**src/ifu_settings.svh**
```systemverilog
`ifndef IFU_SETTINGS_SVH
`define IFU_SETTINGS_SVH

// fetch address split into tag, index and offset
`define IFU_TAG_WIDTH    20
`define IFU_INDEX_WIDTH  10
`define IFU_OFFSET_WIDTH 2      // one 32-bit word per line

// sets in each way
`define IFU_SETS         (1 << `IFU_INDEX_WIDTH)

// first fetch address after reset
`define IFU_RESET_PC     32'h0000_1000

// refill read port
`define IFU_LEN_WIDTH    8      // burst length field width
`define IFU_REFILL_LEN   8'd0   // single beat per refill

`endif

```
**src/ifu_pkg.sv**
```systemverilog
`include "ifu_settings.svh"

package ifu_pkg;

    // field view of a fetch address, msb first
    typedef struct packed {
        logic [`IFU_TAG_WIDTH-1:0]    tag;
        logic [`IFU_INDEX_WIDTH-1:0]  index;    // set select
        logic [`IFU_OFFSET_WIDTH-1:0] offset;   // byte within the word
    } fetch_addr_fields_t;

    // the same fetch address seen as a plain word or split for lookup
    typedef union packed {
        logic [31:0]        raw;      // written by pc_gen
        fetch_addr_fields_t fields;   // decoded by i_cache
    } fetch_addr_t;

endpackage

```
**src/fetch_buffer.sv**
```systemverilog
`timescale 1ns/10ps

module fetch_buffer import ifu_pkg::*; (
    input  logic        clk,
    input  logic        rst,
    input  logic        hold,           // decode stall
    input  logic        cache_stall,
    input  logic        redirect,
    input  fetch_addr_t pc,
    input  logic [31:0] inst_data,
    output logic [31:0] inst,
    output logic [31:0] inst_pc,
    output logic        inst_valid
);

    logic capture;

    // the cache has a word for pc and decode can take it
    assign capture = !hold && !cache_stall;

    always_ff @(posedge clk) begin
        if (rst) begin
            inst_valid <= 1'b0;
        end else if (redirect) begin
            inst_valid <= 1'b0;             // wrong-path word dropped
        end else if (!hold) begin
            inst_valid <= !cache_stall;
        end
    end

    always_ff @(posedge clk) begin
        if (capture) begin
            inst    <= inst_data;
            inst_pc <= pc.raw;
        end
    end

endmodule

```
**config.mk**
```make
export PLATFORM = sky130hd
export DESIGN_NAME = fetch_buffer
export DESIGN_NICKNAME = d
export VERILOG_FILES = /design/src/ifu_pkg.sv /design/src/fetch_buffer.sv
export VERILOG_INCLUDE_DIRS = /design/src
export SDC_FILE = /design/constraint.sdc
export NUM_CORES = 1
export LEC_CHECK = 0
export ABC_CLOCK_PERIOD_IN_PS = 13900
export BUFFER_PORTS_ARGS = -buffer_cell sky130_fd_sc_hd__buf_2
export CELL_PAD_IN_SITES_DETAIL_PLACEMENT = 1
export CELL_PAD_IN_SITES_GLOBAL_PLACEMENT = 2
export CORE_AREA = 2 2 74 105
export DETAILED_ROUTE_END_ITERATION = 8
export DIE_AREA = 0 0 76 107
export GPL_TIMING_DRIVEN = 0
export PLACE_DENSITY_LB_ADDON = 0.2
export SLEW_MARGIN = 20
export SYNTH_ARGS = -nofsm -noshare
export SYNTH_HDL_FRONTEND = slang
export SYNTH_SLANG_ARGS = --single-unit
```
**constraint.sdc**
```tcl
create_clock -name clk -period 13.9 [get_ports clk]
set_clock_uncertainty 0.2 [all_clocks]
set_input_delay 3.475 -clock clk [delete_from_list [all_inputs] [get_ports clk]]
set_output_delay 3.475 -clock clk [all_outputs]
set_load 0.01 [all_outputs]
```
==> out/results.txt <==
Fraction of layout cells with a size suffix above 1 - 66.5%
Core Box Area - 0.00718 sq mm
Dpl ws - 8.72 ns
RSZ-0062 raised after global routing - no
Pins Over Slew Limit - 0
Final Critical Period - 4.80 ns
Routed vias/inst - 3.88
Total gr overflow - 0
Row Count - 37
First-pass GRT wire length - 7310 um
Clk pin slew, worst setup/hold paths - 0.06 ns
CP required - 13.75 ns
Setup_tns - 0 ns
Number of enable flip-flop cells after synthesis - 64
Vias - 1222
Worst VDD drop - 0.0585 mV
Crit start category - primary input
Cell area power density - 133 mW/mm^2
Post-route setup slack - 9.10 ns
Area grow syn2layout - 50.5%
IO Pins - 134
Antenna-violating nets left - 0
Final nets - 284
Largest net degree at the start of global routing - 26
Postcts setup bufs - 0
Most frequent cell after synthesis - edfxtp_1
Worst-Skew Late Latency - 0.33 ns
Top cell type's share of synthesized area - 97.9%
CP endpoint kind - flop
Avg Cell Area, Syn - 28.5 sq um
Clk sink count - 65
WS Path Type - in -> reg
CTS tree - yes
Chip width - 76 um
Synth Net Count - 138
CP top delay family - simple AND/OR/NAND/NOR gates
Fmax - 208 MHz
Final Total Pwr - 0.393 mW
Mapped Area - 0.00196 sq mm
Die Area - 0.00813 sq mm
Worst rel slew slack - 48.9%
CP max-delay cell - nor2_4
H-tree depth - 3
Vias in the first global route - 1377
Worst hold slack - 0.408 ns
Gpl congestion - 0.646
Hold_buf cts - 0
Top cells by count, synth - edfxtp_1 (64), nor2_1 (2), and2_0 (1), dfxtp_1 (1), o21a_1 (1)
Final hold violations - 0
Wire per inst - 14.9 um
Ys async rst share - 0%
Antenna cells - 0
Critical Path Most Common Cell - buf_16
Sequential element share of the synthesized area - 98.9%
Netlist cell types - 5
Ys flop type - edfxtp_1
Crit path cell chain - buf_2 > nor2_4 > buf_16 > buf_16
Syn Inst Count - 69
CTS resizes - 0
Largest area contributor in the netlist - edfxtp_1
IO Port Bufs - 133
Period utilization - 34.5%
Critical path data arrival time - 4.65 ns
Finish-stage setup viols - 0
Fill cells - 768
Clock buffer count from CTS - 9
Buffer depth of the longest clock path - 2
Hold crit path type - reg -> reg
Crit-path max cell delay - 0.60 ns
Routed wire length - 4700 um
DRC viols - 0
#FFs+latches synth - 65
DIE HEIGHT - 107 um
Run status - complete, no violations
Initial antenna violation count - 0
Yosys warnings - 0
HPWL after detailed placement - 3530 um
CP bufs+invs - 3
Starting Density - 27.4%
GRT Util Overall - 12.3%
Leakage - 1.24 nW
Starting DRC count in detailed routing - 74
Ranking of synthesized cells by area - edfxtp_1 (98%), dfxtp_1 (1.0%), nor2_1 (0.38%), o21a_1 (0.38%), and2_0 (0.32%)
TritonRoute pass-1 iters - 3
CTS root buffer - clkbuf_8
Max_cap viols - 0
Worst-path fanout max - 25
Slew @ Worst Pin - 0.765 ns
## area by class of cell
type	count	area, sq um	area share (%)
clock inverter	2	7.51	0.254
multi-input combinational	4	28.8	0.974
tap	97	121	4.11
sequential	65	1940	65.7
timing repair buffer	135	721	24.4
clock buffer	12	135	4.57
## cells in the final DEF, fill, tap and decap left out
master,instances
buf_16,2
nor2_1,1
o21a_1,1
clkbuf_1,3
buf_2,133
clkinv_1,2
edfxtp_1,64
dfxtp_1,1
nor2_4,1
clkbuf_8,9
and2_0,1
## logic make-up (layout without fill, tap and decap cells)
family	after synthesis	count (layout)	synth area share [%]
AOI/OAI and AO/OA	1	1	0.383
and+or+nand+nor	3	3	0.701
DFF	65	65	98.9
buffers and inverters	0	149	0
## registers in the layout (all words and copies together), names as in the netlist
name,count
inst,32
inst_valid,1
inst_pc,32
## final timing paths
| kind | startpoint | cells after the start | end | slack [ns] |
|---|---|---|---|---|
| worst max-delay path | hold | 4 | inst[24]$_DFFE_PP_ | 9.10 |
| worst min-delay path | inst_valid$_SDFFE_PP0N_ | 2 | inst_valid$_SDFFE_PP0N_ | 0.41 |
| worst max register to register | inst_valid$_SDFFE_PP0N_ | 2 | inst_valid$_SDFFE_PP0N_ | 12.97 |
| worst min register to register | inst_valid$_SDFFE_PP0N_ | 2 | inst_valid$_SDFFE_PP0N_ | 0.41 |
## power by group
part	internal [mW]	switching (mW)
clock network	0.0617	0.0645
logic	0.0164	0.0181
registers	0.230	0.00287
## worst min-delay path, cell delays in order (launching register included)
cell     delay [ns]
dfxtp_1        0.33
and2_0         0.12
o21a_1         0.12
## routing by layer
metal	wire length, um	vias to the layer above	track usage [%]
met5	0	-	0
met1	1550	575	11.6
li1	-	566	-
met4	154	0	8.18
met2	2530	66	20.2
met3	465	15	7.15
## per-stage QoR
step / std cells / util, % / cell area, sq um
after floorplan: 69 / - / 1960
after global placement: 299 / 38.3 / 2750
after detailed placement: 301 / 39.2 / 2810
after CTS: 315 / 41.2 / 2960
after global routing: 315 / 41.2 / 2960
final: 315 / 41.2 / 2960
Power figures use the tool's default switching activity.
