### src/ifu_settings.svh
`ifndef IFU_SETTINGS_SVH
`define IFU_SETTINGS_SVH

// fetch address split into tag, index and offset
`define IFU_TAG_WIDTH    20
`define IFU_INDEX_WIDTH  10
`define IFU_OFFSET_WIDTH 2      // one 32-bit word per line

// sets in each way
`define IFU_SETS         (1 << `IFU_INDEX_WIDTH)

// first fetch address after reset
`define IFU_RESET_PC     32'h0000_1000

// refill read port
`define IFU_LEN_WIDTH    8      // burst length field width
`define IFU_REFILL_LEN   8'd0   // single beat per refill

`endif

### src/ifu_pkg.sv
`include "ifu_settings.svh"

package ifu_pkg;

    // field view of a fetch address, msb first
    typedef struct packed {
        logic [`IFU_TAG_WIDTH-1:0]    tag;
        logic [`IFU_INDEX_WIDTH-1:0]  index;    // set select
        logic [`IFU_OFFSET_WIDTH-1:0] offset;   // byte within the word
    } fetch_addr_fields_t;

    // the same fetch address seen as a plain word or split for lookup
    typedef union packed {
        logic [31:0]        raw;      // written by pc_gen
        fetch_addr_fields_t fields;   // decoded by i_cache
    } fetch_addr_t;

endpackage

### src/pc_gen.sv
`timescale 1ns/10ps
`include "ifu_settings.svh"

module pc_gen import ifu_pkg::*; (
    input  logic        clk,
    input  logic        rst,
    input  logic        hold,          // decode stall
    input  logic        cache_stall,
    input  logic        redirect,
    input  logic [31:0] redirect_pc,
    output fetch_addr_t pc,
    output fetch_addr_t pc_next,
    output logic        fetch_en
);

    logic advance;

    // fetch_en is low for one cycle after reset, so the first RAM read
    // address is the reset PC itself rather than the step after it
    always_ff @(posedge clk) begin
        if (rst) begin
            fetch_en <= 1'b0;
        end else begin
            fetch_en <= 1'b1;
        end
    end

    assign advance = fetch_en && !hold && !cache_stall;

    // next fetch address, also the cache RAM read address
    always_comb begin
        if (redirect) begin
            pc_next.raw = redirect_pc;      // redirect wins over any stall
        end else if (advance) begin
            pc_next.raw = pc.raw + 32'd4;
        end else begin
            pc_next.raw = pc.raw;           // held
        end
    end

    always_ff @(posedge clk) begin
        if (rst) begin
            pc.raw <= `IFU_RESET_PC;
        end else begin
            pc <= pc_next;
        end
    end

endmodule

### config.mk
export PLATFORM = sky130hd
export DESIGN_NAME = pc_gen
export DESIGN_NICKNAME = d
export VERILOG_FILES = /design/src/ifu_pkg.sv /design/src/pc_gen.sv
export VERILOG_INCLUDE_DIRS = /design/src
export SDC_FILE = /design/constraint.sdc
export NUM_CORES = 1
export LEC_CHECK = 0
export BUFFER_PORTS_ARGS = -buffer_cell sky130_fd_sc_hd__buf_4
export CORE_MARGIN = 5
export CORE_UTILIZATION = 40
export CTS_CLUSTER_DIAMETER = 150
export CTS_CLUSTER_SIZE = 28
export DETAILED_ROUTE_END_ITERATION = 16
export GPL_TIMING_DRIVEN = 0
export PLACE_DENSITY = 0.7
export SETUP_SLACK_MARGIN = 0.3
export SYNTH_ARGS = -nofsm -noshare
export SYNTH_HDL_FRONTEND = slang
export SYNTH_SLANG_ARGS = --single-unit
### constraint.sdc
create_clock -name clk -period 5.15 [get_ports clk]
set_input_delay 0.515 -clock clk [delete_from_list [all_inputs] [get_ports clk]]
set_output_delay 0.515 -clock clk [all_outputs]
set_load 0.02 [all_outputs]
==> results by group <==
Run status
  • Status: completed

Final layout
  • Share of cells above drive strength 1: between 30 and 40%
  • FF+latch area: 661 um2
  • Final core occ: roughly 58%
  • Fin cells: 456
  • Area growth, synth to finish: 42.4%
  • Fillers: 534
  • Multi-input gate area in the final layout: between 1000 and 1500 um2
  • # diodes: 0
  • Commonest non-fill, non-tap cells in the layout: buf_4 (100), dfxtp_1 (33), nor2_1 (22)
  • Nets@finish: 422
  • Commonest non-fill, non-tap cell in the layout: buf_4

Worst setup path
  • Worst flop-to-flop path startpoint: pc[2]
  • Worst reg-to-reg path cell count: 5
  • WP data arrival: between 2 and 3 ns
  • Critical-path top delay cell: nor4_1
  • Worst-path maximum fanout: 6
  • Startpoint types: flip-flop
  • CP endpoint kind: primary output
  • Cell Chain, Critical Path: ha_1 > nand3_1 > nor4_1 > or4b_1 > a31oi_1 > buf_4
  • CP required: about 4.6 ns
  • R2R setup slack: 2.86 ns
  • Worst reg2reg path endpoint: pc[26]
  • Max incr delay on CP: 0.55 ns
  • CP Class: flip-flop to primary output

Power
  • Part of the power in registers: roughly two fifths
  • Pint: 0.000475 W
  • P_leak: 1.22 nW
  • Sw Share: 34.8%
  • Worst vdd ir: 146 uV
  • P_sw: 0.000254 W
  • Power per cell area: between 200 and 250 nW/um2
  • Combinational share of power: 30.0%
  • Clock power share: ~29%

Die
  • Row count: 27
  • Die Height: 84.0 um
  • Die area: 7050 um2
  • Core area: approximately 5400 um2
  • # IOs: 102
  • Die width: 84.0 um
  • Initial core utilization: between 40 and 50%

Synthesis
  • Register bit total from synthesis: 33
  • Post-synthesis sequential area ratio: 30.2%
  • Synth cell types: 47
  • FFs w/ async S/R, synth: 0%
  • Post-Syn Area per Cell: 7.90 um2
  • Synth Instances: 277
  • Synth Flop Type: dfxtp_1
  • Post-Syn Area: 2190 um2
  • Syn Nets: 315
  • EDFF count, synth: 0
  • Yosys Warn Count: 0

STA
  • Final setup viols: 0
  • Minimum clock period: around 3.1 ns
  • Clk_skew: 0.00796 ns
  • Peak Freq: 0.320 GHz
  • Post-Route Setup TNS: 0 ns
  • Max-slew violation count: 0
  • Hold Vio Cnt, Final: 0
  • Period utilization: 60.7%
  • RSZ-0062 raised after global routing: false
  • Relative slew slack: 49.3%
  • Worst-Margin Slew: 0.750 ns

GRT
  • First-pass GRT wire length: 13,100 um
  • Initial antenna violation count: 0
  • Largest net degree at the start of global routing: 11
  • GR Overflow Total: 0
  • GRT Total Usage: 22.6%
  • Vias in the first global route: between 2,000 and 3,000

Clock tree
  • Clock Tree Buf Depth: 2
  • H-Tree Depth: 2
  • # Post-CTS Setup Buffers: 0
  • # clock sinks: 33
  • Clock Latency Late Sink: ~0.29 ns
  • Root buffer cell: clkbuf_8
  • Post-cts sizing count: 0
  • Hold Buf Count CTS: 0
  • CTS tree: done
  • Clk slew on worst S/H paths: ~0.070 ns
  • TritonCTS buffer count: 5

Place
  • PortBufs: 100
  • Placed Cells: 449
  • Placer congestion estimate: 0.852
  • DP Wirelength: 6130 um

Hold path
  • Hold Path Cell Cnt: 3
  • Hold EP: pc[12]
  • HP Class: input port to flip-flop
  • Hold Path Origin: redirect_pc[12]

Drt
  • ANT nets after route: 0
  • WL/cell: between 15 and 20 um
  • Vias/cell: 6.04
  • DR vias: 2,752
  • Routed WL: 8170 um
  • DRT Pass-1 Iters: 5
  • DRC viols: 0
  • Initial DRC count: 177

Job
  • Max Cap Viol: 0
==> layer usage <==
metal  share of wire (%)  vias up  wire length [um]  global-route usage [%]
met2                  45      157              3720                    38.2
met4                 1.3        0               107                    4.68
met3                 9.6       16               787                    7.01
li1                    -     1313                 -                       -
met5                   0        -                 0                       0
met1                  44     1266              3560                    28.4
==> through the flow <==
step	cell area (um2)	total power [W]	hold WS [ns]	setup WS [ns]
6_report	3120	0.000729	0.476	2.02
5_1_grt	3120	0.000758	0.483	1.85
4_1_cts	3120	0.000727	0.474	2.06
3_5_place_dp	3030	0.000523	0.564	2.13
3_3_place_gp	3030	0.000520	0.556	2.11
2_1_floorplan	2190	0.000416	0.611	2.34
==> cells by family after synthesis <==
kind of cell    count (synthesis)  synth area share [%]
compound gates                 70                  21.9
xor+xnor                       12                  4.80
fa+ha+maj                       1                 0.572
buf+inv                        22                  3.83
flops                          33                  30.2
mux                             6                  2.86
simple gates                  133                  35.8
==> synthesized netlist by cell type (5+ instances only) <==
cell	n	area [um2]
a21oi_1	14	70.1
nor2_1	22	82.6
and2_1	5	31.3
xor2_1	6	52.6
o31ai_1	7	52.6
and4_1	6	52.6
nand3_1	19	95.1
dfxtp_1	33	661
a31oi_1	13	81.3
or4_1	12	90.1
nand2_1	18	67.6
clkbuf_1	15	56.3
xnor2_1	6	52.6
o21ai_0	5	25.0
a311oi_1	7	61.3
nor4_1	11	68.8
nand4_1	12	75.1
and3_1	5	31.3
a211oi_1	11	82.6
nor3_1	6	30.0
==> worst max-delay path, delay by kind of cell (launching register included) <==
kind                       cells  cell delay, ns
DFF                            1            0.45
AOI/OAI and AO/OA              1            0.20
buffers and inverters          1            0.17
adders and majority gates      1            0.22
and+or+nand+nor                3            1.27
==> area by class of cell <==
| class | instances | share of cell area, % |
|---|---|---|
| Multi-Input combinational cell | 222 | 46.3 |
| Timing Repair Buffer | 100 | 24.1 |
| Sequential cell | 33 | 21.2 |
| Tap cell | 72 | 2.89 |
| Clock buffer | 7 | 2.77 |
| Buffer | 18 | 2.21 |
| Inverter | 4 | 0.482 |
==> how the worst max path moves through the flow <==
| stage | from | end | slack [ns] | cells after the start |
|---|---|---|---|---|
| floorplan | pc[6] | pc_next[31] | 2.34 | 5 |
| global placement | cache_stall | pc_next[31] | 2.11 | 7 |
| detailed placement | hold | pc_next[22] | 2.13 | 6 |
| CTS | pc[20] | pc_next[31] | 2.06 | 6 |
| global route | pc[2] | pc_next[26] | 1.85 | 6 |
| finish | pc[2] | pc_next[26] | 2.02 | 6 |
==> registers in the layout (all words and copies together) (netlist names) <==
name	flops
fetch_en	1
pc	32
==> power by group through the flow <==
stage,Clock [W],Sequential (W),Combinational [W]
finish,0.000211,0.000300,0.000219
global route,0.000221,0.000302,0.000234
CTS,0.000209,0.000299,0.000219
detailed placement,0,0.000304,0.000219
global placement,0,0.000304,0.000217
floorplan,0,0.000320,0.0000959
Power figures use the tool's default switching activity.
